### src/logic/rv_pkg.sv
// Shared definitions of the RV64I core: widths, opcodes, instruction views and stage records
package rv_pkg;

    localparam int unsigned XLEN = 64;
    localparam int unsigned NREG = 32;
    localparam int unsigned RA_W = $clog2(NREG);  // register address width
    localparam logic [XLEN-1:0] PC_RESET = 64'h0000_0000_8000_0000;

    localparam logic [6:0] OPC_OP     = 7'b0110011;
    localparam logic [6:0] OPC_OP_IMM = 7'b0010011;
    localparam logic [6:0] OPC_LUI    = 7'b0110111;
    localparam logic [6:0] OPC_BRANCH = 7'b1100011;
    localparam logic [6:0] OPC_SYSTEM = 7'b1110011;
    localparam logic [31:0] EBREAK_WORD = 32'h0010_0073;  // only system op decoded

    typedef struct packed {
        logic [6:0]      funct7;
        logic [RA_W-1:0] rs2;
        logic [RA_W-1:0] rs1;
        logic [2:0]      funct3;
        logic [RA_W-1:0] rd;
        logic [6:0]      opcode;
    } r_fmt_t;

    typedef struct packed {
        logic [11:0]     imm;
        logic [RA_W-1:0] rs1;
        logic [2:0]      funct3;
        logic [RA_W-1:0] rd;
        logic [6:0]      opcode;
    } i_fmt_t;

    typedef struct packed {
        logic [19:0]     imm;  // upper 20 bits of the constant
        logic [RA_W-1:0] rd;
        logic [6:0]      opcode;
    } u_fmt_t;

    typedef struct packed {
        logic            imm_12;
        logic [5:0]      imm_10_5;
        logic [RA_W-1:0] rs2;
        logic [RA_W-1:0] rs1;
        logic [2:0]      funct3;
        logic [3:0]      imm_4_1;
        logic            imm_11;
        logic [6:0]      opcode;
    } b_fmt_t;

    // one instruction word, read through whichever format the opcode calls for
    typedef union packed {
        r_fmt_t r;
        i_fmt_t i;
        u_fmt_t u;
        b_fmt_t b;
    } inst_u;

    typedef enum logic [2:0] {
        ALU_ADD,
        ALU_SUB,
        ALU_AND,
        ALU_OR,
        ALU_XOR,
        ALU_SLL,
        ALU_SRL,
        ALU_PASS_B  // lui
    } alu_op_e;

    typedef struct packed {
        logic            valid;
        logic [XLEN-1:0] pc;
        inst_u           inst;
    } fetch_t;

    typedef struct packed {
        logic            valid;
        logic [XLEN-1:0] pc;
        alu_op_e         alu_op;
        logic [XLEN-1:0] op_a;
        logic [XLEN-1:0] op_b;
        logic [RA_W-1:0] rd;
        logic            reg_wen;
        logic            ebreak;
    } id_ex_t;

    typedef struct packed {
        logic            valid;
        logic [XLEN-1:0] pc;
        logic [RA_W-1:0] rd;
        logic            reg_wen;
        logic [XLEN-1:0] result;
        logic            ebreak;
    } ex_wb_t;

    typedef struct packed {
        logic            valid;
        logic [XLEN-1:0] pc;
        logic [RA_W-1:0] rd;
        logic            reg_wen;
        logic [XLEN-1:0] data;
    } retire_t;

    typedef struct packed {
        logic            valid;  // already qualified with reg_wen
        logic [RA_W-1:0] rd;
        logic [XLEN-1:0] data;
    } fwd_t;

endpackage

### src/logic/ex_stage.sv
// Execute stage: 64-bit ALU, forwarding tap and execute-to-writeback register
`timescale 1ns/1ps

module ex_stage (
    input  logic           clk,
    input  logic           reset_i,
    input  rv_pkg::id_ex_t idex_i,
    output rv_pkg::fwd_t   ex_fwd_o,
    output rv_pkg::ex_wb_t exwb_o
);

    logic [rv_pkg::XLEN-1:0] alu_res;
    logic [5:0]              shamt;
    rv_pkg::ex_wb_t          exwb_q;

    assign shamt = idex_i.op_b[5:0];  // rv64 shift amount

    always_comb begin
        case (idex_i.alu_op)
            rv_pkg::ALU_ADD:    alu_res = idex_i.op_a + idex_i.op_b;
            rv_pkg::ALU_SUB:    alu_res = idex_i.op_a - idex_i.op_b;
            rv_pkg::ALU_AND:    alu_res = idex_i.op_a & idex_i.op_b;
            rv_pkg::ALU_OR:     alu_res = idex_i.op_a | idex_i.op_b;
            rv_pkg::ALU_XOR:    alu_res = idex_i.op_a ^ idex_i.op_b;
            rv_pkg::ALU_SLL:    alu_res = idex_i.op_a << shamt;
            rv_pkg::ALU_SRL:    alu_res = idex_i.op_a >> shamt;  // logical
            rv_pkg::ALU_PASS_B: alu_res = idex_i.op_b;
            default:            alu_res = '0;
        endcase
    end

    // result goes straight back to decode in the same cycle
    always_comb begin
        ex_fwd_o.valid = idex_i.valid & idex_i.reg_wen;
        ex_fwd_o.rd    = idex_i.rd;
        ex_fwd_o.data  = alu_res;
    end

    always_ff @(posedge clk) begin
        exwb_q.pc      <= idex_i.pc;
        exwb_q.rd      <= idex_i.rd;
        exwb_q.reg_wen <= idex_i.reg_wen;
        exwb_q.result  <= alu_res;
        exwb_q.ebreak  <= idex_i.ebreak;
        exwb_q.valid   <= idex_i.valid;
        if (reset_i) begin
            exwb_q.valid <= 1'b0;
        end
    end

    assign exwb_o = exwb_q;

endmodule

### src/logic/id_stage.sv
// Decode stage: instruction decode, operand forwarding, branch resolution and decode-to-execute register
`timescale 1ns/1ps

module id_stage (
    input  logic                    clk,
    input  logic                    reset_i,
    input  rv_pkg::fetch_t          fetch_i,
    output logic [rv_pkg::RA_W-1:0] rs1_addr_o,
    output logic [rv_pkg::RA_W-1:0] rs2_addr_o,
    input  logic [rv_pkg::XLEN-1:0] rs1_data_i,
    input  logic [rv_pkg::XLEN-1:0] rs2_data_i,
    input  rv_pkg::fwd_t            ex_fwd_i,
    input  rv_pkg::fwd_t            wb_fwd_i,
    output logic                    redirect_o,
    output logic [rv_pkg::XLEN-1:0] target_o,
    output logic                    stop_fetch_o,
    output rv_pkg::id_ex_t          idex_o
);

    rv_pkg::inst_u           inst;
    rv_pkg::alu_op_e         alu_op;
    logic [rv_pkg::XLEN-1:0] imm;
    logic [rv_pkg::XLEN-1:0] b_off;
    logic [rv_pkg::XLEN-1:0] rs1_val;
    logic [rv_pkg::XLEN-1:0] rs2_val;
    logic                    dec_ok;
    logic                    uses_rs1;
    logic                    b_is_imm;
    logic                    wen;
    logic                    is_beq;
    logic                    is_bne;
    logic                    is_ebreak;
    logic                    taken;
    logic                    stop_q;
    rv_pkg::id_ex_t          idex_d;
    rv_pkg::id_ex_t          idex_q;

    // execute result wins over writeback, writeback over the register file
    function automatic logic [rv_pkg::XLEN-1:0] pick_operand(
        input logic [rv_pkg::RA_W-1:0] addr,
        input logic [rv_pkg::XLEN-1:0] rf_data,
        input rv_pkg::fwd_t            ex_src,
        input rv_pkg::fwd_t            wb_src
    );
        if (addr != '0 && ex_src.valid && ex_src.rd == addr) begin
            return ex_src.data;
        end else if (addr != '0 && wb_src.valid && wb_src.rd == addr) begin
            return wb_src.data;
        end
        return rf_data;
    endfunction

    assign inst       = fetch_i.inst;
    assign rs1_addr_o = inst.r.rs1;
    assign rs2_addr_o = inst.r.rs2;
    assign rs1_val    = pick_operand(inst.r.rs1, rs1_data_i, ex_fwd_i, wb_fwd_i);
    assign rs2_val    = pick_operand(inst.r.rs2, rs2_data_i, ex_fwd_i, wb_fwd_i);

    always_comb begin
        dec_ok    = 1'b0;
        alu_op    = rv_pkg::ALU_ADD;
        uses_rs1  = 1'b1;
        b_is_imm  = 1'b0;
        imm       = '0;
        wen       = 1'b0;
        is_beq    = 1'b0;
        is_bne    = 1'b0;
        is_ebreak = 1'b0;
        case (inst.r.opcode)
            rv_pkg::OPC_OP: begin
                dec_ok = 1'b1;
                wen    = 1'b1;
                case ({inst.r.funct7, inst.r.funct3})
                    10'b0000000_000: alu_op = rv_pkg::ALU_ADD;
                    10'b0100000_000: alu_op = rv_pkg::ALU_SUB;
                    10'b0000000_111: alu_op = rv_pkg::ALU_AND;
                    10'b0000000_110: alu_op = rv_pkg::ALU_OR;
                    10'b0000000_100: alu_op = rv_pkg::ALU_XOR;
                    10'b0000000_001: alu_op = rv_pkg::ALU_SLL;
                    10'b0000000_101: alu_op = rv_pkg::ALU_SRL;
                    default:         dec_ok = 1'b0;
                endcase
            end
            rv_pkg::OPC_OP_IMM: begin
                dec_ok   = 1'b1;
                wen      = 1'b1;
                b_is_imm = 1'b1;
                imm      = {{(rv_pkg::XLEN-12){inst.i.imm[11]}}, inst.i.imm};
                case (inst.i.funct3)
                    3'b000: alu_op = rv_pkg::ALU_ADD;
                    3'b111: alu_op = rv_pkg::ALU_AND;
                    3'b110: alu_op = rv_pkg::ALU_OR;
                    3'b100: alu_op = rv_pkg::ALU_XOR;
                    3'b001: begin
                        alu_op = rv_pkg::ALU_SLL;
                        dec_ok = (inst.i.imm[11:6] == 6'b0);  // funct6 must be zero
                    end
                    3'b101: begin
                        alu_op = rv_pkg::ALU_SRL;
                        dec_ok = (inst.i.imm[11:6] == 6'b0);  // srai not supported
                    end
                    default: dec_ok = 1'b0;
                endcase
            end
            rv_pkg::OPC_LUI: begin
                dec_ok   = 1'b1;
                wen      = 1'b1;
                uses_rs1 = 1'b0;
                b_is_imm = 1'b1;
                alu_op   = rv_pkg::ALU_PASS_B;
                imm      = {{(rv_pkg::XLEN-32){inst.u.imm[19]}}, inst.u.imm, 12'b0};
            end
            rv_pkg::OPC_BRANCH: begin
                uses_rs1 = 1'b0;  // retires with zero data
                b_is_imm = 1'b1;
                is_beq   = (inst.r.funct3 == 3'b000);
                is_bne   = (inst.r.funct3 == 3'b001);
                dec_ok   = is_beq | is_bne;
            end
            rv_pkg::OPC_SYSTEM: begin
                uses_rs1  = 1'b0;
                b_is_imm  = 1'b1;
                is_ebreak = (inst == rv_pkg::EBREAK_WORD);
                dec_ok    = is_ebreak;
            end
            default: dec_ok = 1'b0;  // unsupported, becomes a bubble
        endcase
    end

    // branches resolve here, one bubble when taken
    assign b_off = {{(rv_pkg::XLEN-13){inst.b.imm_12}}, inst.b.imm_12, inst.b.imm_11,
                    inst.b.imm_10_5, inst.b.imm_4_1, 1'b0};
    assign taken = (is_beq && rs1_val == rs2_val) || (is_bne && rs1_val != rs2_val);
    assign redirect_o   = fetch_i.valid & taken;
    assign target_o     = fetch_i.pc + b_off;
    assign stop_fetch_o = stop_q | (fetch_i.valid & is_ebreak);

    always_ff @(posedge clk) begin
        if (reset_i) begin
            stop_q <= 1'b0;
        end else if (fetch_i.valid && is_ebreak) begin
            stop_q <= 1'b1;  // held until reset
        end
    end

    always_comb begin
        idex_d.valid   = fetch_i.valid & dec_ok;
        idex_d.pc      = fetch_i.pc;
        idex_d.alu_op  = alu_op;
        idex_d.op_a    = uses_rs1 ? rs1_val : '0;
        idex_d.op_b    = b_is_imm ? imm : rs2_val;
        idex_d.rd      = wen ? inst.r.rd : '0;  // no destination for branch and ebreak
        idex_d.reg_wen = wen;
        idex_d.ebreak  = is_ebreak;
    end

    always_ff @(posedge clk) begin
        idex_q <= idex_d;
        if (reset_i) begin
            idex_q.valid <= 1'b0;
        end
    end

    assign idex_o = idex_q;

endmodule

### src/logic/if_stage.sv
// Fetch stage: program counter, instruction port, redirect and stop, fetch-to-decode register
`timescale 1ns/1ps

module if_stage (
    input  logic                    clk,
    input  logic                    reset_i,
    input  logic                    redirect_i,
    input  logic [rv_pkg::XLEN-1:0] target_i,
    input  logic                    stop_fetch_i,
    output logic [rv_pkg::XLEN-1:0] imem_addr_o,
    input  logic [31:0]             imem_data_i,
    output rv_pkg::fetch_t          fetch_o
);

    logic [rv_pkg::XLEN-1:0] pc_q;
    rv_pkg::fetch_t          fetch_q;

    assign imem_addr_o = pc_q;  // port answers within the cycle

    always_ff @(posedge clk) begin
        if (reset_i) begin
            pc_q <= rv_pkg::PC_RESET;
        end else if (redirect_i) begin
            pc_q <= target_i;  // taken branch from decode
        end else if (!stop_fetch_i) begin
            pc_q <= pc_q + rv_pkg::XLEN'(4);
        end
    end

    // the word fetched in a redirect or stop cycle is dropped
    always_ff @(posedge clk) begin
        fetch_q.pc    <= pc_q;
        fetch_q.inst  <= imem_data_i;
        fetch_q.valid <= ~(redirect_i | stop_fetch_i);
        if (reset_i) begin
            fetch_q.valid <= 1'b0;
        end
    end

    assign fetch_o = fetch_q;

endmodule

### src/logic/rv_core_top.sv
// Top level of the four-stage RV64I integer core
`timescale 1ns/1ps

module rv_core_top (
    input  logic                    clk,
    input  logic                    reset_i,
    output logic [rv_pkg::XLEN-1:0] imem_addr_o,
    input  logic [31:0]             imem_data_i,
    output rv_pkg::retire_t         retire_o,
    output logic                    halt_o
);

    rv_pkg::fetch_t          fetch;
    rv_pkg::id_ex_t          idex;
    rv_pkg::ex_wb_t          exwb;
    rv_pkg::fwd_t            ex_fwd;
    rv_pkg::fwd_t            wb_fwd;
    logic                    redirect;
    logic [rv_pkg::XLEN-1:0] target;
    logic                    stop_fetch;
    logic [rv_pkg::RA_W-1:0] rs1_addr;
    logic [rv_pkg::RA_W-1:0] rs2_addr;
    logic [rv_pkg::XLEN-1:0] rs1_data;
    logic [rv_pkg::XLEN-1:0] rs2_data;

    if_stage u_if_stage (
        .clk          (clk),
        .reset_i      (reset_i),
        .redirect_i   (redirect),
        .target_i     (target),
        .stop_fetch_i (stop_fetch),
        .imem_addr_o  (imem_addr_o),
        .imem_data_i  (imem_data_i),
        .fetch_o      (fetch)
    );

    id_stage u_id_stage (
        .clk          (clk),
        .reset_i      (reset_i),
        .fetch_i      (fetch),
        .rs1_addr_o   (rs1_addr),
        .rs2_addr_o   (rs2_addr),
        .rs1_data_i   (rs1_data),
        .rs2_data_i   (rs2_data),
        .ex_fwd_i     (ex_fwd),
        .wb_fwd_i     (wb_fwd),
        .redirect_o   (redirect),
        .target_o     (target),
        .stop_fetch_o (stop_fetch),
        .idex_o       (idex)
    );

    ex_stage u_ex_stage (
        .clk      (clk),
        .reset_i  (reset_i),
        .idex_i   (idex),
        .ex_fwd_o (ex_fwd),
        .exwb_o   (exwb)
    );

    wb_stage u_wb_stage (
        .clk        (clk),
        .reset_i    (reset_i),
        .exwb_i     (exwb),
        .rs1_addr_i (rs1_addr),
        .rs2_addr_i (rs2_addr),
        .rs1_data_o (rs1_data),
        .rs2_data_o (rs2_data),
        .wb_fwd_o   (wb_fwd),
        .retire_o   (retire_o),
        .halt_o     (halt_o)
    );

endmodule

### src/logic/wb_stage.sv
// Writeback stage: register file, retire report and halt flag
`timescale 1ns/1ps

module wb_stage (
    input  logic                    clk,
    input  logic                    reset_i,
    input  rv_pkg::ex_wb_t          exwb_i,
    input  logic [rv_pkg::RA_W-1:0] rs1_addr_i,
    input  logic [rv_pkg::RA_W-1:0] rs2_addr_i,
    output logic [rv_pkg::XLEN-1:0] rs1_data_o,
    output logic [rv_pkg::XLEN-1:0] rs2_data_o,
    output rv_pkg::fwd_t            wb_fwd_o,
    output rv_pkg::retire_t         retire_o,
    output logic                    halt_o
);

    logic [rv_pkg::XLEN-1:0] rf [rv_pkg::NREG];
    logic                    wr_en;
    logic                    halt_q;

    assign wr_en = exwb_i.valid && exwb_i.reg_wen && (exwb_i.rd != '0);  // x0 never stored

    always_ff @(posedge clk) begin
        if (wr_en) begin
            rf[exwb_i.rd] <= exwb_i.result;
        end
    end

    assign rs1_data_o = (rs1_addr_i == '0) ? '0 : rf[rs1_addr_i];
    assign rs2_data_o = (rs2_addr_i == '0) ? '0 : rf[rs2_addr_i];

    // same-cycle write is seen by decode through this path
    always_comb begin
        wb_fwd_o.valid = exwb_i.valid & exwb_i.reg_wen;
        wb_fwd_o.rd    = exwb_i.rd;
        wb_fwd_o.data  = exwb_i.result;
    end

    always_comb begin
        retire_o.valid   = exwb_i.valid;
        retire_o.pc      = exwb_i.pc;
        retire_o.rd      = exwb_i.rd;
        retire_o.reg_wen = exwb_i.reg_wen;
        retire_o.data    = exwb_i.result;
    end

    always_ff @(posedge clk) begin
        if (reset_i) begin
            halt_q <= 1'b0;
        end else if (exwb_i.valid && exwb_i.ebreak) begin
            halt_q <= 1'b1;  // rises the cycle after ebreak retires
        end
    end

    assign halt_o = halt_q;

endmodule

### config.mk
export PLATFORM = sky130hd
export DESIGN_NAME = rv_core_top
export DESIGN_NICKNAME = d
export VERILOG_FILES = /design/src/logic/rv_pkg.sv /design/src/logic/ex_stage.sv /design/src/logic/id_stage.sv /design/src/logic/if_stage.sv /design/src/logic/rv_core_top.sv /design/src/logic/wb_stage.sv
export SDC_FILE = /design/constraint.sdc
export NUM_CORES = 2
export LEC_CHECK = 0
export BUFFER_PORTS_ARGS = -buffer_cell sky130_fd_sc_hd__buf_2
export CORE_MARGIN = 1
export CORE_UTILIZATION = 30
export CTS_BUF_LIST = sky130_fd_sc_hd__clkbuf_2
export CTS_CLUSTER_DIAMETER = 30
export DETAILED_ROUTE_END_ITERATION = 12
export GPL_TIMING_DRIVEN = 0
export SLEW_MARGIN = 25
export SYNTH_ARGS = -nofsm -noshare
export SYNTH_HDL_FRONTEND = slang
export SYNTH_HIERARCHICAL = 1
export SYNTH_SLANG_ARGS = --single-unit
### constraint.sdc
create_clock -name clk -period 19.05 [get_ports clk]
set_input_delay 1.905 -clock clk [delete_from_list [all_inputs] [get_ports clk]]
set_output_delay 1.905 -clock clk [all_outputs]
set_load 0.03 [all_outputs]
Yosys cells after proc, flatten, opt, wreduce, memory -nomap -nowiden
Memories as Yosys holds them, arrays and structs flattened. A register that Yosys moved wholly into a read port is not among the register bits.
Cells that the tools add are included.
{"block": "op_classes", "n_addsub": 4, "n_eq_ne": 31, "n_shift": 2, "muxes": 30, "bitwise_logic": 12, "reduce_logical": 30}
{"operator": "$mux 64", "count": 11}
{"operator": "$pmux 64 s8", "count": 1}
{"operator": "$add 64x64->64", "count": 2}
{"operator": "$pmux 64 s2", "count": 1}
{"operator": "$add 64x3->64 const B", "count": 1}
{"operator": "$and 64x64->64", "count": 1}
{"operator": "$eq 64x64->1", "count": 1}
{"operator": "$ne 64x64->1", "count": 1}
{"operator": "$or 64x64->64", "count": 1}
{"operator": "$shl 64x6->64", "count": 1}
{"operator": "$shr 64x6->64", "count": 1}
{"operator": "$sub 64x64->64", "count": 1}
{"operator": "$xor 64x64->64", "count": 1}
{"operator": "$eq 10x3->1 const B", "count": 4}
{"operator": "$eq 32x21->1 const B", "count": 1}
{"operator": "$eq 3x3->1 const B", "count": 8}
{"operator": "$eq 5x5->1", "count": 4}
{"operator": "$pmux 3 s6", "count": 1}
{"operator": "$pmux 3 s5", "count": 1}
{"operator": "$reduce_bool 5->1", "count": 3}
{"operator": "$eq 7x6->1 const B", "count": 2}
{"operator": "$eq 7x7->1 const B", "count": 2}
{"operator": "$logic_and 1x1->1", "count": 14}
{"operator": "$mux 1", "count": 12}
{"operator": "21 further kinds", "count": 33}
{"block": "totals", "regBits": 502, "mem_bits_rw": 2048, "n_memories": 1}
{"memory": "u_wb_stage.rf", "depth": 32, "word_bits": 64, "read_ports": 2, "rd_clocked_by_memory_dff": 2, "write_ports": 1, "line_no": "wb_stage.sv:17", "source": "logic [rv_pkg::XLEN-1:0] rf [rv_pkg::NREG];"}

Depth between registers and ports, before layout
{"block": "logic_depth", "depth_word": 12, "mapped_depth": 39, "ltp_nobuf": 32}

Modules after synthesis
The synthesis kept the hierarchy.
{"module": "wb_stage", "instances": 1, "cells_per_inst": 4740, "area_per_inst_um2": 95597.9}
{"module": "ex_stage", "instances": 1, "cells_per_inst": 2510, "area_per_inst_um2": 19502.5}
{"module": "id_stage", "instances": 1, "cells_per_inst": 1521, "area_per_inst_um2": 12384.4}
{"module": "if_stage", "instances": 1, "cells_per_inst": 597, "area_per_inst_um2": 5808.1}

Worst setup path after synthesis
Ideal clock, no wire load.
{"block": "synth_timing", "kind": "reg-to-reg", "from": "reg u_id_stage.idex_q, in the netlist u_id_stage/idex_o[7]", "to": "reg u_if_stage.pc_q, in the netlist u_if_stage/imem_addr_o[56]", "setup_ps": 79, "arrival_time_ps": 7777, "slack_ps": 11194, "stages_incl_launch_ff": 38, "n_path_buf": 9, "synth_period_minus_slack_ps": 7856, "cell_sequence": "dfxtp_1 > buf_2 > buf_2 > buf_2 > clkbuf_1 > inv_1 > ha_1 > nor2b_1 > and3_1 > nand4_1 > nor2b_1 > a21oi_1 > xnor2_1 > ha_1 > clkbuf_1 > nand2_1 > or4_1 > or4_1 > [2 not listed] > and2_1 > nand3_1 > a21oi_1 > or4_1 > nor2_1 > a21oi_1 > xnor2_1 > nand4_1 > nor4_1 > nand4_1 > xnor2_1 > nor4b_2 > clkbuf_1 > clkbuf_1 > clkbuf_1 > buf_1 > nand2_1 > o211ai_1"}
{"item": "from (decl)", "line_no": "id_stage.sv:36", "source": "rv_pkg::id_ex_t idex_q;"}
{"item": "from (signal assigned)", "line_no": "id_stage.sv:158", "source": "idex_q <= idex_d;"}
{"item": "to (signal assigned)", "line_no": "if_stage.sv:22", "source": "pc_q <= rv_pkg::PC_RESET;"}
{"item": "to (signal assigned)", "line_no": "if_stage.sv:24", "source": "pc_q <= target_i;"}
{"item": "to (signal assigned)", "line_no": "if_stage.sv:26", "source": "pc_q <= pc_q + rv_pkg::XLEN'(4);"}
{"item": "to (decl)", "line_no": "if_stage.sv:15", "source": "logic [rv_pkg::XLEN-1:0] pc_q;"}

==> out/results.tsv <==
metric	value	unit
CP arrival	15.93	ns
Post-Syn Area	133000	um2
Slew @ Worst Pin	1.31	ns
TritonCTS buffer count	656	
root buf cell	clkbuf_2	
share of layout cells above drive strength 1	0.301	
standby leakage power	0.0550	uW
post-synth top area share	0.461	
critical path type	register to register	
register area share after synthesis	0.537	
r2r setup slk	5.01	ns
Post-CTS Setup Repair Bufs	0	
Post-synth EDFFs	2048	
placed cell count	15800	
Post-Syn Area per Cell	14.2	um2
peak supply drop	0.0732	mV
CP Data Required Time	20.94	ns
worst hold path type	input pin to register	
Critical-path top delay cell	buf_1	
PortBufs	233	
Cell Pwr Density	98.9	nW/um2
post-route minimum period	14.04	ns
HPWL after DPL	482000	um
detailed-route via count	105000	
first drt pass iteration count	7	
ys async rst share	0	
Vias/cell	6.20	
vias in the first global route	98600	
CTS tree	built	
# resized after CTS	0	
FF-to-FF Start	u_id_stage/idex_o[8]$_DFF_P_	
synth warn	6	
clk_lat worst skew	2.31	ns
final cell count without fillers	17000	
synthesized instance count	9368	
largest net degree at the start of global routing	35	
largest stage delay on the critical path	0.84	ns
Post-synth top flop	edfxtp_1	
met1 Usage GRT	0.342	
total of max-cap violations	0	
FF+latch count, synth	2550	
RSZ-0062 raised after global routing	false	
die height	669	um
initial core utilization	0.302	
die area	447000	um2
Setup TNS	0	ns
per-cell routed wire length	38.0	um
Hold Crit Depth	2	
status	finished, final reports clean	
initial antenna violation count	56	
# hold bufs at CTS	32	
grt met2 use	0.409	
CORE AREA	442000	um2
cell taking the most area after synthesis	edfxtp_1	
relative slew slack	0.129	
CP endpoint kind	register	
Power, Total	15300	uW
initial detailed-routing violation count	19200	
top post-synthesis cells by area	edfxtp_1 (46%), mux4_2 (17%), dfxtp_1 (7.5%), mux2i_1 (4.5%), ha_1 (2.4%)	
final cycle utilization of the critical path	0.737	
met3 Use GR	0.115	
fmax	0.0712	GHz
Setup crit start kind	register	
H-tree depth	6	
CTS Buffer Depth	4	
RePlAce Congestion	1.03	
Worst Reg-to-Reg Cells	34	
area delta synth->final	15.7	%
max-slew violations	0	
Tot GR Track Use	0.278	
final setup skew	0.389	ns
nets	10900	
Post-synth top cells	edfxtp_1 (2,048), mux4_2 (1,026), mux2i_1 (597)	
IO Pins	234	
Hold EP	u_if_stage/fetch_o[16]$_DFF_P_	
drc violations	0	
Sink Count	2550	
min-delay src	imem_data_i[16]	
die width	669	um
GRT Max-Usage Layer	met2	
Rows	244	
Hold Fails Final Rpt	0	
global-route wire length before repair	848000	um
WL final	646000	um
remaining antenna violation count	0	
final setup violation count	0	
reg2reg end	u_if_stage/imem_addr_o[56]$_SDFFE_PP0N_	
number of distinct library cells after synthesis	108	
top-count cell post-synth	edfxtp_1	
GRT overflow	0	
CP Max Fanout	11	
Clock transition at path regs	0.10	ns
cells by family (layout without fill, tap and decap cells):
logic type               after synthesis  in the layout  synth area share
adder cells (fa/ha/maj)              258            258            0.0243
AND/OR/NAND/NOR                     1710           1710            0.0608
other                                  1            106         0.0000281
buffers and inverters               1083           2690            0.0414
XOR/XNOR                             278            278            0.0183
flip-flops                          2550           2550             0.537
AO/OA/AOI/OAI                       1778           1778            0.0926
multiplexers                        1710           1710             0.226
layout by cell type, fill, tap and decap left out, types with 64 or more instances in the layout:
cell	n
dfxtp_1	435
conb_1	64
dfxtp_2	66
nand4_1	72
a21o_1	113
inv_1	180
nor2b_1	85
nand3_1	98
xnor2_1	225
buf_16	113
a22o_1	125
buf_12	90
clkbuf_1	256
o221ai_1	142
nor3_1	104
o21ai_0	240
nor2_1	535
a211o_1	116
a221oi_1	66
a211oi_1	74
a21oi_1	416
edfxtp_1	2048
clkbuf_2	987
ha_1	256
o22ai_1	113
buf_2	408
mux4_2	1026
buf_4	268
mux2_2	79
clkinv_1	129
mux2i_1	597
and3_1	100
nand2_1	468
power by group:
| part | internal [uW] | leakage, uW | switching (uW) |
|---|---|---|---|
| logic | 1160 | 0.0279 | 2390 |
| clock network | 1500 | 0.00450 | 2470 |
| registers | 6850 | 0.0226 | 887 |
worst max path at each step:
stage	startpoint	endpoint	slack, ns	cells past startpoint
after global routing	u_id_stage/idex_o[8]$_DFF_P_	u_if_stage/imem_addr_o[12]$_SDFFE_PP0N_	5.17	34
final	u_id_stage/idex_o[8]$_DFF_P_	u_if_stage/imem_addr_o[56]$_SDFFE_PP0N_	5.01	34
after CTS	u_id_stage/idex_o[8]$_DFF_P_	u_if_stage/imem_addr_o[56]$_SDFFE_PP0N_	5.56	34
after floorplan	u_id_stage/idex_o[7]$_DFF_P_	u_if_stage/imem_addr_o[56]$_SDFFE_PP0N_	11.19	37
after detailed placement	u_id_stage/idex_o[8]$_DFF_P_	u_if_stage/imem_addr_o[56]$_SDFFE_PP0N_	5.65	34
after global placement	u_id_stage/idex_o[8]$_DFF_P_	u_if_stage/imem_addr_o[56]$_SDFFE_PP0N_	5.13	34
flip-flops by register name (all words and copies together) (netlist names):
| register | count |
|---|---|
| u_wb_stage/halt_o | 1 |
| u_if_stage/fetch_o | 97 |
| u_wb_stage/rf | 2048 |
| u_if_stage/imem_addr_o | 64 |
| u_id_stage/idex_o | 203 |
| u_id_stage/stop_q | 1 |
| u_ex_stage/exwb_o | 136 |
layout make-up:
type,count,area (um2)
diodes,42,105
plain buffers,896,5000
clock buffers,877,4390
clock inverters,246,1660
fillers,43300,288000
inverters,187,704
multi-input cells,5798,56800
flip-flops and latches,2550,71600
well taps,5904,7390
repair buffers,484,6570
metal layers:
layer	routed length, um	share of wire
met2	272000	0.42
met3	99400	0.15
met5	426	0.00066
met4	47100	0.073
met1	227000	0.35
critical path: cells and delay by family (launching register included):
| family | cells | cell delay (ns) |
|---|---|---|
| AO/OA/AOI/OAI | 7 | 2.33 |
| XOR/XNOR | 4 | 0.93 |
| adder cells (fa/ha/maj) | 2 | 0.60 |
| buffers and inverters | 8 | 4.17 |
| flip-flops | 1 | 0.45 |
| AND/OR/NAND/NOR | 13 | 5.36 |
through the flow:
step / utilization / setup slack (ns) / hold slack [ns] / cell area, um2
floorplan: - / 11.19 / 0.310 / 134000
global placement: 0.321 / 5.13 / 0.312 / 142000
detailed placement: 0.334 / 5.65 / 0.312 / 148000
CTS: 0.349 / 5.56 / 0.0829 / 154000
global route: 0.349 / 5.17 / 0.179 / 154000
finish: 0.349 / 5.01 / 0.281 / 154000
Power figures use the tool's default switching activity.
